[config.mk]
export PLATFORM = sky130hd
export DESIGN_NAME = obj_draw
export DESIGN_NICKNAME = d
export VERILOG_FILES = /design/src/hw/obj_pkg.sv /design/src/hw/obj_draw.sv
export SDC_FILE = /design/constraint.sdc
export NUM_CORES = 1
export LEC_CHECK = 0
export ABC_CLOCK_PERIOD_IN_PS = 8700
export BUFFER_PORTS_ARGS = -buffer_cell sky130_fd_sc_hd__clkbuf_2
export CORE_UTILIZATION = 30
export CTS_BUF_LIST = sky130_fd_sc_hd__clkbuf_2 sky130_fd_sc_hd__clkbuf_4 sky130_fd_sc_hd__clkbuf_8
export DETAILED_ROUTE_END_ITERATION = 12
export PLACE_DENSITY_LB_ADDON = 0.08
export SLEW_MARGIN = 5
export SYNTH_ARGS = -nofsm -noshare
export SYNTH_HDL_FRONTEND = slang
export SYNTH_SLANG_ARGS = --single-unit
[constraint.sdc]
create_clock -name clk -period 8.7 [get_ports clk]
set_input_delay 1.74 -clock clk [delete_from_list [all_inputs] [get_ports clk]]
set_output_delay 1.74 -clock clk [all_outputs]
set_load 0.1 [all_outputs]
[src/hw/obj_pkg.sv]
// Shared sizes and types for the sprite engine
// Table format is fixed at 16 entries of 4 words, so nothing here is meant to be resized
// Pixel value zero is the empty or transparent code throughout
`default_nettype none

package obj_pkg;

    // Table and line geometry
    localparam int obj_count   = 16;
    localparam int obj_words   = 4;
    localparam int line_pixels = 256;

    typedef logic [5:0]  tbl_addr_t;
    typedef logic [15:0] word_t;
    typedef logic [15:0] rom_addr_t;
    // Bit 8 set means off screen
    typedef logic [8:0]  xpos_t;
    typedef logic [7:0]  line_t;
    typedef logic [3:0]  pen_t;
    typedef logic [5:0]  pal_t;
    // Palette in the high bits, pen in the low nibble
    typedef logic [9:0]  pixel_t;

    // Wishbone classic request, master to slave
    typedef struct packed {
        logic        cyc;
        logic        stb;
        logic        we;
        logic [1:0]  sel;
        logic [15:0] adr;
        word_t       dat;
    } wb_req_t;

    // Wishbone classic response, slave to master
    typedef struct packed {
        logic  ack;
        word_t dat;
    } wb_rsp_t;

    // One sprite row to draw
    typedef struct packed {
        xpos_t       xpos;
        rom_addr_t   addr;
        // Words minus one
        logic [2:0]  width;
        pal_t        pal;
        logic        hflip;
    } draw_cmd_t;

    // Each read state puts out the address of one entry word
    typedef enum logic [2:0] {
        idle,
        read_y,
        read_x,
        read_addr,
        read_attr,
        issue,
        wait_draw
    } scan_state_t;

endpackage

`default_nettype wire

[src/hw/obj_draw.sv]
// Fetches one sprite row from the pattern ROM and writes one pixel per cycle
// ROM side is a read-only Wishbone classic master, any number of wait states
// Pixels past x 511 are suppressed so a row never wraps back onto the screen
`timescale 1ns/100ps
`default_nettype none

module obj_draw (
    input  wire                     clk,
    input  wire                     rst,
    input  wire obj_pkg::draw_cmd_t cmd,
    input  wire                     start,
    output logic                    busy,
    output obj_pkg::wb_req_t        rom_req,
    input  wire obj_pkg::wb_rsp_t   rom_rsp,
    output logic                    wr_en,
    output obj_pkg::xpos_t          wr_x,
    output obj_pkg::pixel_t         wr_pixel
);

    // Fetch side
    logic               cyc_r;
    obj_pkg::rom_addr_t adr_r;
    obj_pkg::rom_addr_t fetch_adr;
    logic [3:0]         words_left;
    obj_pkg::word_t     hold;
    logic               hold_full;
    // Pixel side
    obj_pkg::word_t     shreg;
    logic [2:0]         pix_left;
    logic [9:0]         xcnt;
    obj_pkg::pal_t      pal_r;
    logic               hflip_r;
    obj_pkg::pen_t      pen;
    logic               consume;
    logic               fetch_go;

    // Held word moves to the shifter as the last pixel goes out
    assign consume  = hold_full && pix_left <= 3'd1;
    // One request at a time, and only with room for its data
    assign fetch_go = busy && !cyc_r && words_left != 4'd0 && (!hold_full || consume);

    // Mirrored rows read the words backwards and the pens from the low nibble
    assign pen = hflip_r ? shreg[3:0] : shreg[15:12];

    assign wr_en    = pix_left != 3'd0 && !xcnt[9];
    assign wr_x     = xcnt[8:0];
    assign wr_pixel = {pal_r, pen};

    assign rom_req.cyc = cyc_r;
    assign rom_req.stb = cyc_r;
    assign rom_req.we  = 1'b0;
    assign rom_req.sel = 2'b11;
    assign rom_req.adr = adr_r;
    assign rom_req.dat = 16'd0;

    always_ff @(posedge clk) begin
        if (rst) begin
            busy       <= 1'b0;
            cyc_r      <= 1'b0;
            words_left <= 4'd0;
            hold_full  <= 1'b0;
            pix_left   <= 3'd0;
        end else if (start) begin
            busy       <= 1'b1;
            words_left <= {1'b0, cmd.width} + 4'd1;
            fetch_adr  <= cmd.hflip ? cmd.addr + {13'd0, cmd.width} : cmd.addr;
            xcnt       <= {1'b0, cmd.xpos};
            pal_r      <= cmd.pal;
            hflip_r    <= cmd.hflip;
        end else begin
            if (fetch_go) begin
                cyc_r      <= 1'b1;
                adr_r      <= fetch_adr;
                fetch_adr  <= hflip_r ? fetch_adr - 16'd1 : fetch_adr + 16'd1;
                words_left <= words_left - 4'd1;
            end
            // Pixel shifter
            if (pix_left != 3'd0) begin
                shreg    <= hflip_r ? shreg >> 4 : shreg << 4;
                pix_left <= pix_left - 3'd1;
                xcnt     <= xcnt + 10'd1;
            end
            if (consume) begin
                shreg     <= hold;
                pix_left  <= 3'd4;
                hold_full <= 1'b0;
            end
            // hold is never full while a request is open
            if (cyc_r && rom_rsp.ack) begin
                cyc_r     <= 1'b0;
                hold      <= rom_rsp.dat;
                hold_full <= 1'b1;
            end
            // Done with the last pixel written at this edge
            if (words_left == 4'd0 && !cyc_r && !hold_full && pix_left <= 3'd1) begin
                busy <= 1'b0;
            end
        end
    end

endmodule

`default_nettype wire

# ---- Yosys cells after proc, flatten, opt, wreduce, memory -nomap -nowiden
# Cells that the tools add are included.
# W data, S select, Z words.
dict set report word_totals {
  output_inout_bits 58
  wordCells 74
  reg_bits 91
  input_bits 55
}
dict set report op_classes {
  n_lt_le_gt_ge 1
  n_addsub 7
  n_bitwise 2
  reduce_logical 31
  muxes 20
}
# cell count
set ops {}
lappend ops {{$mux W16} 7}
lappend ops {{$add A16 B1 Y16 const B} 1}
lappend ops {{$add A16 B3 Y16} 1}
lappend ops {{$sub A16 B1 Y16 const B} 1}
lappend ops {{$mux W4} 3}
lappend ops {{$reduce_and A2 Y1} 6}
lappend ops {{$reduce_bool A2 Y1} 6}
lappend ops {{$add A10 B1 Y10 const B} 1}
lappend ops {{$mux W10} 1}
lappend ops {{$logic_and A1 B1 Y1} 9}
lappend ops {{$mux W9} 1}
lappend ops {{$reduce_and A3 Y1} 3}
lappend ops {{$mux W1} 6}
lappend ops {{$mux W3} 2}
lappend ops {{$add A3 B1 Y4 const B} 1}
lappend ops {{$logic_not A4 Y1} 1}
lappend ops {{$reduce_bool A4 Y1} 1}
lappend ops {{$sub A4 B1 Y4 const B} 1}
lappend ops {{$le A3 B1 Y1 const B} 1}
lappend ops {{$logic_not A1 Y1} 3}
lappend ops {{$reduce_bool A3 Y1} 1}
lappend ops {{$sub A3 B1 Y3 const B} 1}
lappend ops {{$not A1 Y1} 2}
lappend ops {{$logic_or A1 B1 Y1} 1}

# ---- Logic depth before layout (Yosys ltp)
dict set report depth {
  word_depth 6
  depth_mapped 8
}

# ---- Worst setup path after synthesis
# Ideal clock, no wire load.
dict set report synth_timing {
  path_type {reg-to-output}
  startpoint {reg pix_left[0]}
  endpoint {out wr_en}
  path_buffers 0
  path_slack_ns 4.904
  stages_incl_launch_ff 5
  required_time_ns 6.960
  t_arrival_ns 2.056
  cell_sequence {dfxtp_1 -> inv_1 -> ha_1 -> nor2b_1 -> nor2_1}
}
dict set report synth_via {
  elab_chain_len 2
}
# item line
set synth_rtl {}
lappend synth_rtl {{start: declaration} obj_draw.sv:29} ;# logic [2:0] pix_left;
lappend synth_rtl {{start signal: assignment} obj_draw.sv:80} ;# pix_left <= pix_left - 3'd1;
lappend synth_rtl {{$reduce_bool A3 Y1} obj_draw.sv:45} ;# assign wr_en = pix_left != 3'd0 && !xcnt[9];
lappend synth_rtl {{$logic_and A1 B1 Y1} obj_draw.sv:45}
lappend synth_rtl {{end: declaration} obj_draw.sv:15} ;# output logic wr_en,
# Every way passes these cells.

# ---- Worst setup path after layout
# Same ends and word-level chain as after synthesis.

==> results_dict.tcl <==
set metrics [dict create \
    status "finished clean" \
    ys_ff_latch 91 \
    max-cap-violations 0 \
    worstPathArrival_ns 1.93 \
    grt_usage 0.134 \
    firstDrtPassIters 4 \
    gp_congestion 0.757 \
    pin_count 113 \
    ys_top_cells_by_area "edfxtp_1 (48%), ha_1 (6.0%), nand2_1 (4.5%), buf_4 (4.5%), dfxtp_1 (4.0%)" \
    path_clk_slew_ns 0.11 \
    htreeDepth 3 \
    tns_ns 0 \
    cts_made_buffers 9 \
    p_seq_frac 0.449 \
    ctsRootBufferMaster "clkbuf_8" \
    r2r_cells 8 \
    fill_cells 1699 \
    vias 3548 \
    timing.final.crit_share 0.422 \
    r2r_slack_ns 5.75 \
    syn2layout_area_growth_pct 15.1 \
    timing.final.crit_period_ns 3.67 \
    synthesis.area_um2 5040 \
    core_um2 16500 \
    power_frac_comb 0.291 \
    yosysMostFrequentCell "edfxtp_1" \
    hold_depth 0 \
    seq_area_frac_synth 0.522 \
    overflow 0 \
    ant_nets 0 \
    wl_per_cell_um 14.3 \
    drive_gt1_frac 0.224 \
    fmax_mhz 273 \
    finalHoldViolations 0 \
    cp.required_ns 6.96 \
    rsz0062_at_grt "false" \
    slew_viol_final 0 \
    clk_latency_ns 0.38 \
    start_util 0.305 \
    multi_input_area_um2 2150 \
    seq_area_um2 2630 \
    p_per_area_nw_per_um2 206 \
    grt_pass1_wl_mm 17.8 \
    total_power_mw 1.20 \
    drt_iter0_drc 174 \
    rows 47 \
    p_leak_nw 2.28 \
    r2r_start "hflip_r$_DFFE_PP_" \
    hold_path.class "reg -> reg" \
    grt_max_degree 59 \
    cts_sinks 91 \
    ir_drop_mv 0.0865 \
    async_reset_ff_frac 0 \
    fin_nets 630 \
    worstHoldStart "fetch_adr[7]$_DFFE_PP_" \
    start_kind "flip-flop" \
    p_int_uw 747 \
    antenna_found_initial 0 \
    yosys-top-cells-count "edfxtp_1 (81), nand2_1 (61), o21ai_0 (35)" \
    dieArea_um2 17300 \
    setup_viol 0 \
    ctsResizeCount 0 \
    cp_max_fo 6 \
    syn_avg_cell_area_um2 10.8 \
    place_hpwl_mm 7.98 \
    io_buffers 93 \
    drc 0 \
    routed_via_density 4.58 \
    clockBufferDepth 2 \
    skew_ns 0.0189 \
    synth_warnings 0 \
    ctsHoldBuffers 0 \
    synth_top_area_cell "edfxtp_1" \
    synthCells 468 \
    ys.flop_type "edfxtp_1" \
    die_x_um 132 \
    switchingPower_uw 448 \
    wirelength_mm 11.1 \
    r2r-end "fetch_adr[12]$_DFFE_PP_" \
    sw_frac_of_total 0.375 \
    antenna_cells 0 \
    slew_headroom 0.320 \
    netlist.area_leader.share 0.482 \
    endpoint_kind "output pin" \
    grt_pass1_vias 3420 \
    holdPathEnd "adr_r[7]$_DFFE_PP_" \
    synthDistinctLibCells 54 \
    power_frac_clock 0.260 \
    path_class "reg -> out" \
    synth-edff-count 81 \
    postCtsSetupBuffers 0 \
    worst_pin_slew_ns 1.02 \
    die_h_um 132 \
    cts_tree "done" \
]
[power by group through the flow]
stage	registers (mW)	logic (mW)	clock network (mW)
floorplan	0.572	0.266	0
global route	0.542	0.378	0.338
finish	0.537	0.347	0.311
detailed placement	0.547	0.348	0
global placement	0.548	0.347	0
CTS	0.538	0.350	0.325
[worst max-delay path, cell delays in order (launching register included)]
cell and delay, ns:
dfxtp_1 0.36, inv_1 0.10, ha_1 0.17, nor2b_1 0.43
nor2_1 0.09, clkbuf_2 0.39
[layer usage]
| metal | vias to the layer above | share of wire | routed length (um) | track usage |
|---|---|---|---|---|
| li1 | 1807 | - | - | - |
| met1 | 1636 | 0.50 | 5520 | 0.183 |
| met2 | 95 | 0.44 | 4890 | 0.204 |
| met3 | 10 | 0.044 | 492 | 0.0313 |
| met4 | 0 | 0.015 | 167 | 0.0504 |
| met5 | - | 0 | 0 | 0 |
[state kept, by name (all words and copies together) (netlist names)]
| signal | count |
|---|---|
| cyc_r | 1 |
| xcnt | 10 |
| pix_left | 3 |
| words_left | 4 |
| fetch_adr | 16 |
| adr_r | 16 |
| busy | 1 |
| shreg | 16 |
| hflip_r | 1 |
| pal_r | 6 |
| hold_full | 1 |
| hold | 16 |
[logic make-up after synthesis]
| group | synth area share |
|---|---|
| AO/OA/AOI/OAI | 0.127 |
| XOR/XNOR | 0.0556 |
| adder cells (fa/ha/maj) | 0.0675 |
| buffers and inverters | 0.0655 |
| flip-flops | 0.522 |
| multiplexers | 0.0290 |
| other | 0.00149 |
| AND/OR/NAND/NOR | 0.132 |
[placed cells by master (no fill, tap or decap), types with 2 or more instances in the layout]
cell type	netlist	layout
xnor2_1	18	18
buf_4	30	4
inv_8	0	2
a41oi_1	2	2
nor2_1	31	30
clkbuf_8	0	9
o21a_1	5	5
o31ai_1	2	2
nor2b_1	2	2
nand4_1	5	5
mux2i_1	9	9
a21oi_1	27	27
and2_1	3	3
and3_1	7	7
a21o_1	6	6
inv_1	12	12
mux2_2	5	5
ha_1	24	24
conb_1	2	19
dfxtp_1	10	10
nand3b_1	4	4
edfxtp_1	81	81
inv_6	0	2
a211oi_1	5	5
o211ai_1	2	2
nor3_1	8	8
or3_1	2	2
xor2_1	14	14
fa_1	2	2
a21boi_0	3	2
a31oi_1	3	3
nand2_1	61	61
a211o_1	2	2
nor4_1	2	2
o21ai_0	35	35
nand3_1	12	12
clkbuf_2	0	93
[stage by stage]
| stage | std cells | setup WS (ns) | cell area (um2) | utilization | hold WS, ns |
|---|---|---|---|---|---|
| final | 774 | 5.03 | 5800 | 0.351 | 0.471 |
| after global routing | 774 | 4.90 | 5800 | 0.351 | 0.491 |
| after detailed placement | 758 | 4.73 | 5600 | 0.339 | 0.452 |
| after floorplan | 485 | 4.90 | 5110 | - | 0.433 |
| after CTS | 774 | 4.97 | 5800 | 0.351 | 0.479 |
| after global placement | 758 | 4.77 | 5600 | 0.339 | 0.447 |
[final cells by class]
cell class | count | area share
Clock inverter | 7 | 0.0144
Tap cell | 220 | 0.0474
Clock buffer | 9 | 0.0213
Timing Repair Buffer | 97 | 0.0854
Sequential cell | 91 | 0.454
Inverter | 12 | 0.00776
Multi-Input combinational cell | 338 | 0.370
[worst max-delay path by stage]
stage | endpoint | slack [ns] | start | cells past startpoint
final | wr_en | 5.03 | pix_left[0]$_SDFFE_PP0P_ | 5
after global routing | wr_en | 4.90 | pix_left[0]$_SDFFE_PP0P_ | 5
after CTS | wr_en | 4.97 | pix_left[0]$_SDFFE_PP0P_ | 5
after global placement | xcnt[4]$_DFFE_PP_ | 4.77 | start | 4
after floorplan | wr_en | 4.90 | pix_left[0]$_SDFFE_PP0P_ | 4
after detailed placement | xcnt[5]$_DFFE_PP_ | 4.73 | start | 4
No activity file was read; power rests on OpenSTA's default activity.
