--- config.mk ---
export PLATFORM = sky130hd
export DESIGN_NAME = obj_scan
export DESIGN_NICKNAME = d
export VERILOG_FILES = /design/src/hw/obj_pkg.sv /design/src/hw/obj_scan.sv
export SDC_FILE = /design/constraint.sdc
export NUM_CORES = 1
export LEC_CHECK = 0
export BUFFER_PORTS_ARGS = -buffer_cell sky130_fd_sc_hd__clkbuf_2
export CAP_MARGIN = 15
export CORE_ASPECT_RATIO = 0.9
export CORE_MARGIN = 10
export CORE_UTILIZATION = 55
export CTS_BUF_LIST = sky130_fd_sc_hd__clkbuf_4 sky130_fd_sc_hd__clkbuf_8 sky130_fd_sc_hd__clkbuf_16
export DETAILED_ROUTE_END_ITERATION = 10
export GPL_TIMING_DRIVEN = 0
export PLACE_DENSITY = 0.78
export SLEW_MARGIN = 5
export SYNTH_ARGS = -nofsm -noshare
export SYNTH_HDL_FRONTEND = slang
export SYNTH_SLANG_ARGS = --single-unit
export TNS_END_PERCENT = 20
--- constraint.sdc ---
create_clock -name clk -period 11.2 [get_ports clk]
set_clock_uncertainty 0.15 [all_clocks]
set_input_delay 1.68 -clock clk [delete_from_list [all_inputs] [get_ports clk]]
set_output_delay 1.68 -clock clk [all_outputs]
set_load 0.02 [all_outputs]
--- src/hw/obj_pkg.sv ---
// Shared sizes and types for the sprite engine
// Table format is fixed at 16 entries of 4 words, so nothing here is meant to be resized
// Pixel value zero is the empty or transparent code throughout
`default_nettype none

package obj_pkg;

    // Table and line geometry
    localparam int obj_count   = 16;
    localparam int obj_words   = 4;
    localparam int line_pixels = 256;

    typedef logic [5:0]  tbl_addr_t;
    typedef logic [15:0] word_t;
    typedef logic [15:0] rom_addr_t;
    // Bit 8 set means off screen
    typedef logic [8:0]  xpos_t;
    typedef logic [7:0]  line_t;
    typedef logic [3:0]  pen_t;
    typedef logic [5:0]  pal_t;
    // Palette in the high bits, pen in the low nibble
    typedef logic [9:0]  pixel_t;

    // Wishbone classic request, master to slave
    typedef struct packed {
        logic        cyc;
        logic        stb;
        logic        we;
        logic [1:0]  sel;
        logic [15:0] adr;
        word_t       dat;
    } wb_req_t;

    // Wishbone classic response, slave to master
    typedef struct packed {
        logic  ack;
        word_t dat;
    } wb_rsp_t;

    // One sprite row to draw
    typedef struct packed {
        xpos_t       xpos;
        rom_addr_t   addr;
        // Words minus one
        logic [2:0]  width;
        pal_t        pal;
        logic        hflip;
    } draw_cmd_t;

    // Each read state puts out the address of one entry word
    typedef enum logic [2:0] {
        idle,
        read_y,
        read_x,
        read_addr,
        read_attr,
        issue,
        wait_draw
    } scan_state_t;

endpackage

`default_nettype wire

--- src/hw/obj_scan.sv ---
// Walks the sprite table once per line, from entry 0 up
// Issues one draw command per visible entry, waits for the draw to finish
// A new hstart aborts the walk, the sprites not reached are lost for that line
`timescale 1ns/100ps
`default_nettype none

module obj_scan (
    input  wire                     clk,
    input  wire                     rst,
    input  wire                     hstart,
    input  wire obj_pkg::line_t     vrender,
    output obj_pkg::tbl_addr_t      tbl_addr,
    input  wire obj_pkg::word_t     tbl_data,
    output obj_pkg::draw_cmd_t      cmd,
    output logic                    start,
    input  wire                     busy
);

    obj_pkg::scan_state_t state;
    logic [3:0]           entry;
    logic [1:0]           word_sel;
    // Line restarted, entry 0 runs once the draw is idle
    logic                 restart;
    logic                 last;
    obj_pkg::line_t       dy;
    obj_pkg::line_t       row;
    obj_pkg::xpos_t       xpos_r;
    logic                 hflip_r;
    obj_pkg::rom_addr_t   base_r;
    logic [3:0]           span;
    obj_pkg::rom_addr_t   row_off;

    assign last = entry == 4'(obj_pkg::obj_count - 1);

    // Word 0 height lives in the high byte, top in the low byte
    assign dy = vrender - tbl_data[7:0];

    // Row start offset, row times words per row
    assign span    = {1'b0, tbl_data[10:8]} + 4'd1;
    assign row_off = {8'd0, row} * {12'd0, span};

    // Address of the word that comes back next cycle
    always_comb begin
        case (state)
            obj_pkg::read_x:    word_sel = 2'd1;
            obj_pkg::read_addr: word_sel = 2'd2;
            obj_pkg::read_attr: word_sel = 2'd3;
            default:            word_sel = 2'd0;
        endcase
    end

    assign tbl_addr = {entry, word_sel};

    always_ff @(posedge clk) begin
        if (rst) begin
            state   <= obj_pkg::idle;
            entry   <= 4'd0;
            restart <= 1'b0;
            start   <= 1'b0;
        end else begin
            start <= 1'b0;
            if (hstart) begin
                // The draw in flight must end before entry 0
                state   <= obj_pkg::wait_draw;
                entry   <= 4'd0;
                restart <= 1'b1;
            end else begin
                case (state)
                    obj_pkg::read_y: begin
                        state <= obj_pkg::read_x;
                    end
                    obj_pkg::read_x: begin
                        // Word 0 on tbl_data, check the line range
                        if (tbl_data[15:8] != 8'd0 && dy < tbl_data[15:8]) begin
                            row   <= dy;
                            state <= obj_pkg::read_addr;
                        end else if (last) begin
                            state <= obj_pkg::idle;
                        end else begin
                            entry <= entry + 4'd1;
                            state <= obj_pkg::read_y;
                        end
                    end
                    obj_pkg::read_addr: begin
                        xpos_r  <= tbl_data[8:0];
                        hflip_r <= tbl_data[15];
                        state   <= obj_pkg::read_attr;
                    end
                    obj_pkg::read_attr: begin
                        base_r <= tbl_data;
                        state  <= obj_pkg::issue;
                    end
                    obj_pkg::issue: begin
                        // Word 3 on tbl_data, the draw is known to be idle here
                        cmd.xpos  <= xpos_r;
                        cmd.addr  <= base_r + row_off;
                        cmd.width <= tbl_data[10:8];
                        cmd.pal   <= tbl_data[5:0];
                        cmd.hflip <= hflip_r;
                        start     <= 1'b1;
                        state     <= obj_pkg::wait_draw;
                    end
                    obj_pkg::wait_draw: begin
                        // busy rises only the cycle after start
                        if (!busy && !start) begin
                            if (restart) begin
                                restart <= 1'b0;
                                state   <= obj_pkg::read_y;
                            end else if (last) begin
                                state <= obj_pkg::idle;
                            end else begin
                                entry <= entry + 4'd1;
                                state <= obj_pkg::read_y;
                            end
                        end
                    end
                    default: begin
                        state <= obj_pkg::idle;
                    end
                endcase
            end
        end
    end

endmodule

`default_nettype wire

# Word-level counts from Yosys, hierarchy flattened
# Cells that the tools add are included.
[classes]
n_addsub = 4
mul = 1
magnitude_cmp = 1
eq_ne = 11
mux = 16
bitwise_logic = 2
n_reduce_logical = 15
[ops]
columns = ["op", "n"]
rows = [
  ["case mux 3 bit (6 select lines)", 1],
  ["adder 16 x 12 -> 16 bit", 1],
  ["2-to-1 mux 4 bit", 4],
  ["multiplier 8 x 4 -> 12 bit", 1],
  ["== test 3 bit (second input constant)", 3],
  ["2-to-1 mux 3 bit", 3],
  ["AND reduction 3 bit", 3],
  ["< comparator 8 bit", 1],
  ["case mux 4 bit (2 select lines)", 1],
  ["AND reduction 4 bit", 2],
  ["nonzero test 8 bit", 1],
  ["subtractor 8 bit", 1],
  ["== test 3 x 2 -> 1 bit (second input constant)", 2],
  ["inequality test 2 bit (second input constant)", 3],
  ["case mux 2 bit (3 select lines)", 1],
  ["nonzero test 2 bit", 3],
  ["2-to-1 mux 1 bit", 5],
  ["adder 3 x 1 -> 4 bit (second input constant)", 1],
  ["adder 4 x 1 -> 4 bit (second input constant)", 1],
  ["== test 4 bit (second input constant)", 1],
  ["== test 3 x 1 -> 1 bit (second input constant)", 1],
  ["inequality test 3 bit (second input constant)", 1],
  ["logical AND 1 bit", 2],
  ["logical NOT 1 bit", 2],
  ["other kinds (4)", 5],
]
[totals]
reg_bits = 78
wordCells = 64

# Longest topological paths before layout
# Gate-level depths: netlist of the first run.
[depth]
ltp_word = 6
mapped_depth = 16

# Least setup slack after synthesis of the first run
# No wires, ideal clock.
[synth_path]
kind = "input to register"
start = "input port tbl_data[10]"
end = "register cmd[24] (netlist bit) (data pin)"
setup_time_ps = 258
t_arrival_ps = 5249
required_time_ps = 10792
slack_ps = 5543
cell_stages = 16
path_buffers = 0
cell_sequence = "inv_1 > nor3_1 > nand2_1 > fa_1 > inv_1 > fa_1 > inv_1 > fa_1 > inv_1 > ha_1 > a21oi_2 > nand2_1 > o31a_1 > a21o_1 > a41oi_2 > xnor2_1"
[synth_between]
elab_chain_cells = 3
[synth_lines]
columns = ["element", "line_no", "source"]
rows = [
  ["from (decl)", "obj_scan.sv:13", "input wire obj_pkg::word_t tbl_data,"],
  ["adder 3 x 1 -> 4 bit", "obj_scan.sv:39", "assign span = {1'b0, tbl_data[10:8]} + 4'd1;"],
  ["multiplier 8 x 4 -> 12 bit", "obj_scan.sv:40", "assign row_off = {8'd0, row} * {12'd0, span};"],
  ["adder 16 x 12 -> 16 bit", "obj_scan.sv:96", "cmd.addr <= base_r + row_off;"],
  ["to (decl)", "obj_scan.sv:14", "output obj_pkg::draw_cmd_t cmd,"],
]
# No other way between the ends.
# A chain may end at the register's enable or synchronous reset.

# Final worst setup path of the first run
[layout_path]
start = "input port tbl_data[8]"
end = "register cmd[22] (netlist bit) (data pin)"
# The elaborated chain is that of the path after synthesis.

==> results of run 1 <==
[final timing paths]
check	end	slack (ns)	cells after the start
worst max register to register	cmd[22]	7.11	13
worst min register to register	cmd[28]	0.28	0
worst max-delay path	cmd[22]	5.11	17
worst min-delay path	cmd[28]	0.28	0
[stage by stage]
stage	instances	power, W	setup slack [ns]	hold WS, ns
3_3_place_gp	552	0.000507	4.84	0.254
6_report	570	0.000722	5.11	0.275
2_1_floorplan	384	0.000475	5.54	0.250
5_1_grt	570	0.000764	4.89	0.286
4_1_cts	570	0.000728	5.16	0.276
3_5_place_dp	554	0.000515	4.78	0.256
[layout make-up]
type | count | area (um^2)
Sequential cell | 78 | 2250
Buffer | 2 | 8.76
Timing Repair Buffer | 71 | 384
Clock buffer | 9 | 124
Fill cell | 623 | 2780
Multi-Input combinational cell | 231 | 2020
Inverter | 73 | 274
Clock inverter | 7 | 71.3
Tap cell | 99 | 124
[logic make-up after synthesis]
group                    share of synthesized area, %
AO/OA/AOI/OAI                                    9.18
buffers and inverters                            6.23
adder cells (fa/ha/maj)                          20.5
AND/OR/NAND/NOR                                  10.3
flip-flops                                       49.6
XOR/XNOR                                         4.25
[flip-flops by register name (all words and copies together), names as in the netlist]
signal,count
cmd,35
row,8
start,1
xpos_r,9
base_r,16
state,3
hflip_r,1
restart,1
entry,4
[Yosys cell counts, drive strengths merged, types with 2 or more instances]
library cell | number | share of area, %
inv | 73 | 6.0
edfxtp | 69 | 46
ha | 39 | 11
fa | 22 | 9.7
a21oi | 20 | 2.5
nand2 | 20 | 1.7
and2 | 18 | 2.5
nor2 | 17 | 1.5
xnor2 | 15 | 2.9
o21ai | 13 | 1.5
dfxtp | 9 | 4.0
nor2b | 9 | 1.2
xor2 | 7 | 1.4
a21o | 6 | 1.0
nand3 | 5 | 0.55
nor3 | 5 | 0.66
o211ai | 3 | 0.72
or2 | 3 | 0.41
a21boi | 2 | 0.33
a31oi | 2 | 0.28
and3 | 2 | 0.28
and4 | 2 | 0.39
nand2b | 2 | 0.28
nor4 | 2 | 0.41
o311ai | 2 | 0.39
o41ai | 2 | 0.39
[cell usage in the layout (no fill, tap or decap), types with 2 or more instances in the layout]
cell type  instances
edfxtp_1          69
o311ai_0           2
and3_1             2
nor3_2             2
and2_1            18
fa_1              22
inv_1             72
nand3_1            5
a21oi_2            4
nor2b_1            9
nand2b_1           2
a21oi_1           16
inv_6              2
o211ai_2           2
xor2_1             7
or2_2              2
xnor2_1           15
clkbuf_2          69
clkinv_2           3
a21boi_1           2
a31oi_1            2
nor3_1             3
a21o_1             5
o21ai_1            3
nor2_1            15
ha_1              39
dfxtp_1            9
nand2_1           20
and4_1             2
o41ai_1            2
o21ai_0            9
clkbuf_8           9
[power breakdown]
part           leakage (nW)  total (W)  internal (W)  switching [W]
clock network         0.104   0.000213      0.000104       0.000109
logic                  1.54   0.000178     0.0000760       0.000102
registers             0.695   0.000331      0.000329     0.00000261
[per-layer routing]
| layer | share of wire [%] | GRT usage (%) |
|---|---|---|
| met5 | 0 | 0 |
| met4 | 1.7 | 5.98 |
| met3 | 6.4 | 4.38 |
| met2 | 49 | 24.2 |
| met1 | 43 | 17.0 |
[worst max-delay path: cells and delay by family]
kind / cells / cell delay (ns)
AOI/OAI and AO/OA: 4 / 0.92
buffers and inverters: 5 / 0.53
and+or+nand+nor: 3 / 0.86
xor gates and xnor gates: 1 / 0.10
adders and majority gates: 4 / 1.93
==> key figures, run 1 <==
Die
  – Core box area: 8030 um^2
  – Chip width: 116 um
  – Rows: 31
  – DIE HEIGHT: 106 um
  – Io pins: 70
  – Die ar.: 12300 um^2
  – Initial Util: 56.5%

Route
  – Via density: 5.16
  – DR vias: 2942
  – Routed wire length: 8.45 mm
  – DRC: 0
  – Wire per inst: 14.8 um
  – DRT Pass-1 Iters: 4
  – Antenna viol nets, final: 0
  – Number of DRC markers in iteration 0: 102

Clock network
  – CTS buffer count: 9
  – Post-CTS sizing: 0
  – CTS tree: built
  – CTS H-tree depth: 3
  – Clock latency on the worst-skew pair: 0.36 ns
  – Clock sink total: 78
  – Clock root buffer: clkbuf_8
  – Clock-pin slew on the worst setup and hold paths: 0.09 ns
  – Postcts setup bufs: 0
  – CTS Hold Bufs: 0
  – Longest Clk Path Bufs: 2

Worst setup path
  – CP arrival: 6.05 ns
  – Worst path slowest cell: nor3_1
  – Setup crit end kind: flip-flop
  – Crit-path most repeated cell: inv_1
  – CP Cell Sequence: clkbuf_2, inv_1, nor3_1, nand2_1, fa_1, inv_1, fa_1, inv_1, fa_1, inv_1, ha_1, a21oi_2, nand2_1, o31a_1, a21o_1, a21oi_1, xnor2_1
  – Worst Setup Start Kind: primary input
  – Crit path kind: in -> reg
  – Critical R2R Launch: row[1]
  – Worst Path Required: 11.16 ns
  – Crit-path max FO: 13
  – Critical Path Start: tbl_data[8]
  – Slowest stage delay, CP: 0.60 ns

Synthesis
  – Sequential area share after synthesis: 49.6%
  – Warnings from Yosys: 0
  – Async S/R FF share, synth: 0%
  – Main synth FF type: edfxtp_1
  – Post-Synthesis Cell Area: 4540 um^2
  – Number of enable-type register cells in the synthesized netlist: 69
  – Syn Inst Count: 384
  – Post-synth cell types: 51
  – Yosys reg bits: 78
  – Mean Syn Cell Area: 11.8 um^2
  – Post-Syn Nets: 473

Cells and area
  – Layout cells sized above 1: 22.3%
  – Finished Cell Area: 5250 um^2
  – Area grow syn2layout: 15.8%
  – Nets: 555
  – Utilization after layout: 65.4%
  – Ant diodes: 0

Pwr
  – Power Density: 137 nW/um^2
  – Peak VDD IR: 0.0000793 V
  – Leak Pwr: 2.34 nW

Global routing
  – Overflow after GRT: 0
  – Gr usage total: 14.5%
  – Antenna violations before repair: 0
  – Pin count of the biggest net entering global routing: 20
  – First-pass GRT wire length: 14.1 mm
  – Vias in the first global route: 3043

STA
  – Slew HR: 33.7%
  – Slew @ Worst Pin: 0.991 ns
  – Final Hold Fails: 0
  – Post-route setup TNS: 0 ns
  – Setup violators final: 0
  – Final period util: 54.3%
  – RSZ-0062 raised after global routing: false
  – Crit path time final: 6.09 ns
  – FMAX: 164 MHz
  – Slew Limit Fails: 0

Hold path
  – Hold Startpoint: xpos_r[2]
  – Worst hold path class: reg -> reg

Placed design
  – Cell area after placement: 5060 um^2
  – GPL Wtd Cong: 0.837
  – DPL Wire Length: 6.73 mm
  – Quantity of I/O buffers inserted on ports: 69

Status
  – Status: finished clean

Flow run
  – Maxcap violations: 0
Note: power is estimated with default switching activity, not from simulation.
==> inputs of run 2 (changes only) <==
CORE_UTILIZATION = 52   (was 55)
PLACE_DENSITY = 0.77   (was 0.78)
clock period = 5.46 ns   (was 11.2 ns; I/O delays follow)
==> run 2 against run 1 <==
Power is 110% higher. Register-to-register slack worse by 5.7 ns. Non-clock buffer count stayed put. Critical endpoint is now cmd[24]. Largest cell class unchanged. Highest routed layer unchanged.
==> key figures, run 2 (synthesis results as in run 1) <==
STA
  – Slew Limit Fails: 0
  – Final setup margin: 0.273 ns
  – Crit path time final: 5.19 ns
  – Slew HR: 33.4%
  – Setup violators final: 0
  – Post-route setup TNS: 0 ns
  – FMAX: 193 MHz
  – RSZ-0062 raised after global routing: false
  – Final Hold Fails: 0
  – Final period util: 95.0%
  – Slew @ Worst Pin: 0.995 ns

Global routing
  – First-pass GRT wire length: 14.5 mm
  – Gr usage total: 14.0%
  – Pin count of the biggest net entering global routing: 20
  – Overflow after GRT: 0
  – Antenna violations before repair: 0
  – Vias in the first global route: 3101

Worst setup path
  – Worst Setup Start Kind: primary input
  – Crit path max-delay family: adder cells
  – Setup crit end kind: flip-flop
  – Slowest stage delay, CP: 0.63 ns
  – Worst path slowest cell: nor3_1
  – Worst Path Required: 5.42 ns
  – Crit-path max FO: 13
  – CP Cell Sequence: clkbuf_2, inv_1, nor3_1, nand2_1, fa_1, inv_1, fa_1, inv_1, fa_1, inv_1, ha_1, a21oi_2, nand2_1, o31a_1, a21o_1, a41oi_2, xnor2_1
  – CP arrival: 5.15 ns
  – Crit-path most repeated cell: inv_1
  – Crit path kind: in -> reg
  – Worst path buffer plus inverter count: 5

Cells and area
  – Area of the multi-input gates: 2020 um^2
  – Area taken by flip-flops and latches: 2250 um^2
  – Most common cell after layout, fill and taps aside: inv_1
  – Finished Cell Area: 5300 um^2
  – Max reg flops: 35
  – Nets: 555
  – Most flops, register: cmd
  – Fillers: 670
  – Regs by FF count: cmd x35, base_r x16, xpos_r x9
  – Area grow syn2layout: 16.9%
  – Layout cells sized above 1: 22.3%
  – Most frequent cells in the layout: inv_1, edfxtp_1, clkbuf_2
  – Ant diodes: 0

Die
  – Io pins: 70
  – DIE HEIGHT: 109 um
  – Chip width: 118 um
  – Rows: 32
  – Initial Util: 53.2%
  – Die ar.: 12900 um^2
  – Core box area: 8530 um^2

Clock network
  – CTS Hold Bufs: 0
  – Postcts setup bufs: 0
  – CTS buffer count: 9
  – Post-CTS sizing: 0
  – Clock root buffer: clkbuf_8
  – CTS H-tree depth: 3
  – Clock latency on the worst-skew pair: 0.36 ns
  – Longest Clk Path Bufs: 2
  – CTS tree: built
  – Clock-pin slew on the worst setup and hold paths: 0.08 ns
  – Clock sink total: 78

Placed design
  – Cell area after placement: 5080 um^2
  – DPL Wire Length: 6.91 mm
  – GPL Wtd Cong: 0.883
  – Quantity of I/O buffers inserted on ports: 69
  – Setup WS pre-CTS: -0.0939 ns

Flow run
  – Maxcap violations: 0

Route
  – DR vias: 2950
  – DRT Pass-1 Iters: 4
  – Number of DRC markers in iteration 0: 87
  – Via density: 5.00
  – Wire per inst: 14.7 um
  – Antenna viol nets, final: 0
  – Routed wire length: 8.70 mm
  – DRC: 0

Pwr
  – Leak Pwr: 2.35 nW
  – Power Density: 286 nW/um^2
  – Peak VDD IR: 0.000152 V
  – Overall Power: 0.00152 W

Status
  – Status: finished clean

Hold path
  – Worst hold path class: reg -> reg
[run 2: worst reg2reg max path: stages (launching register included)]
cell and delay (ns):
edfxtp_1 0.43, and2_1 0.18, fa_1 0.50, fa_1 0.54, inv_1 0.05, fa_1 0.49, inv_1 0.04, ha_1 0.35
a21oi_1 0.16, o22ai_1 0.11, o31a_1 0.29, a21o_1 0.22, a41oi_2 0.21, xnor2_1 0.08
[run 2: per-layer routing]
layer	global-route usage (%)	part of all wire, %	vias up
li1	-	-	1476
met1	15.9	44	1385
met2	24.3	50	78
met3	4.08	5.6	11
met4	6.01	1.3	0
met5	0	0	-
[run 2: report_power, final]
part	leakage [nW]	internal, W	switching (W)	total [W]
sequential	0.695	0.000674	0.00000560	0.000680
combinational	1.54	0.000156	0.000208	0.000364
clock	0.114	0.000259	0.000216	0.000475
total	2.35	0.00109	0.000429	0.00152
[run 2: worst paths after layout]
check	cells past startpoint	from	endpoint	slack, ns
setup / recovery	17	tbl_data[8]	cmd[24]	0.27
hold / removal	0	hflip_r	cmd[0]	0.28
setup reg to reg	13	row[1]	cmd[24]	1.41
hold reg to reg	0	hflip_r	cmd[0]	0.28
[run 2: through the flow]
step,hold WS [ns],std cells,utilization (%)
finish,0.280,590,62.2
global placement,0.254,572,59.0
detailed placement,0.258,574,59.6
floorplan,0.250,384,-
CTS,0.281,590,62.2
global route,0.290,590,62.2
[run 2: final cells by class]
class	instances	area share [%]
multi-input cells	231	38.0
flip-flops and latches	78	42.5
well taps	119	2.81
clock inverters	7	1.82
plain buffers	2	0.165
repair buffers	71	7.24
inverters	73	5.17
clock buffers	9	2.34
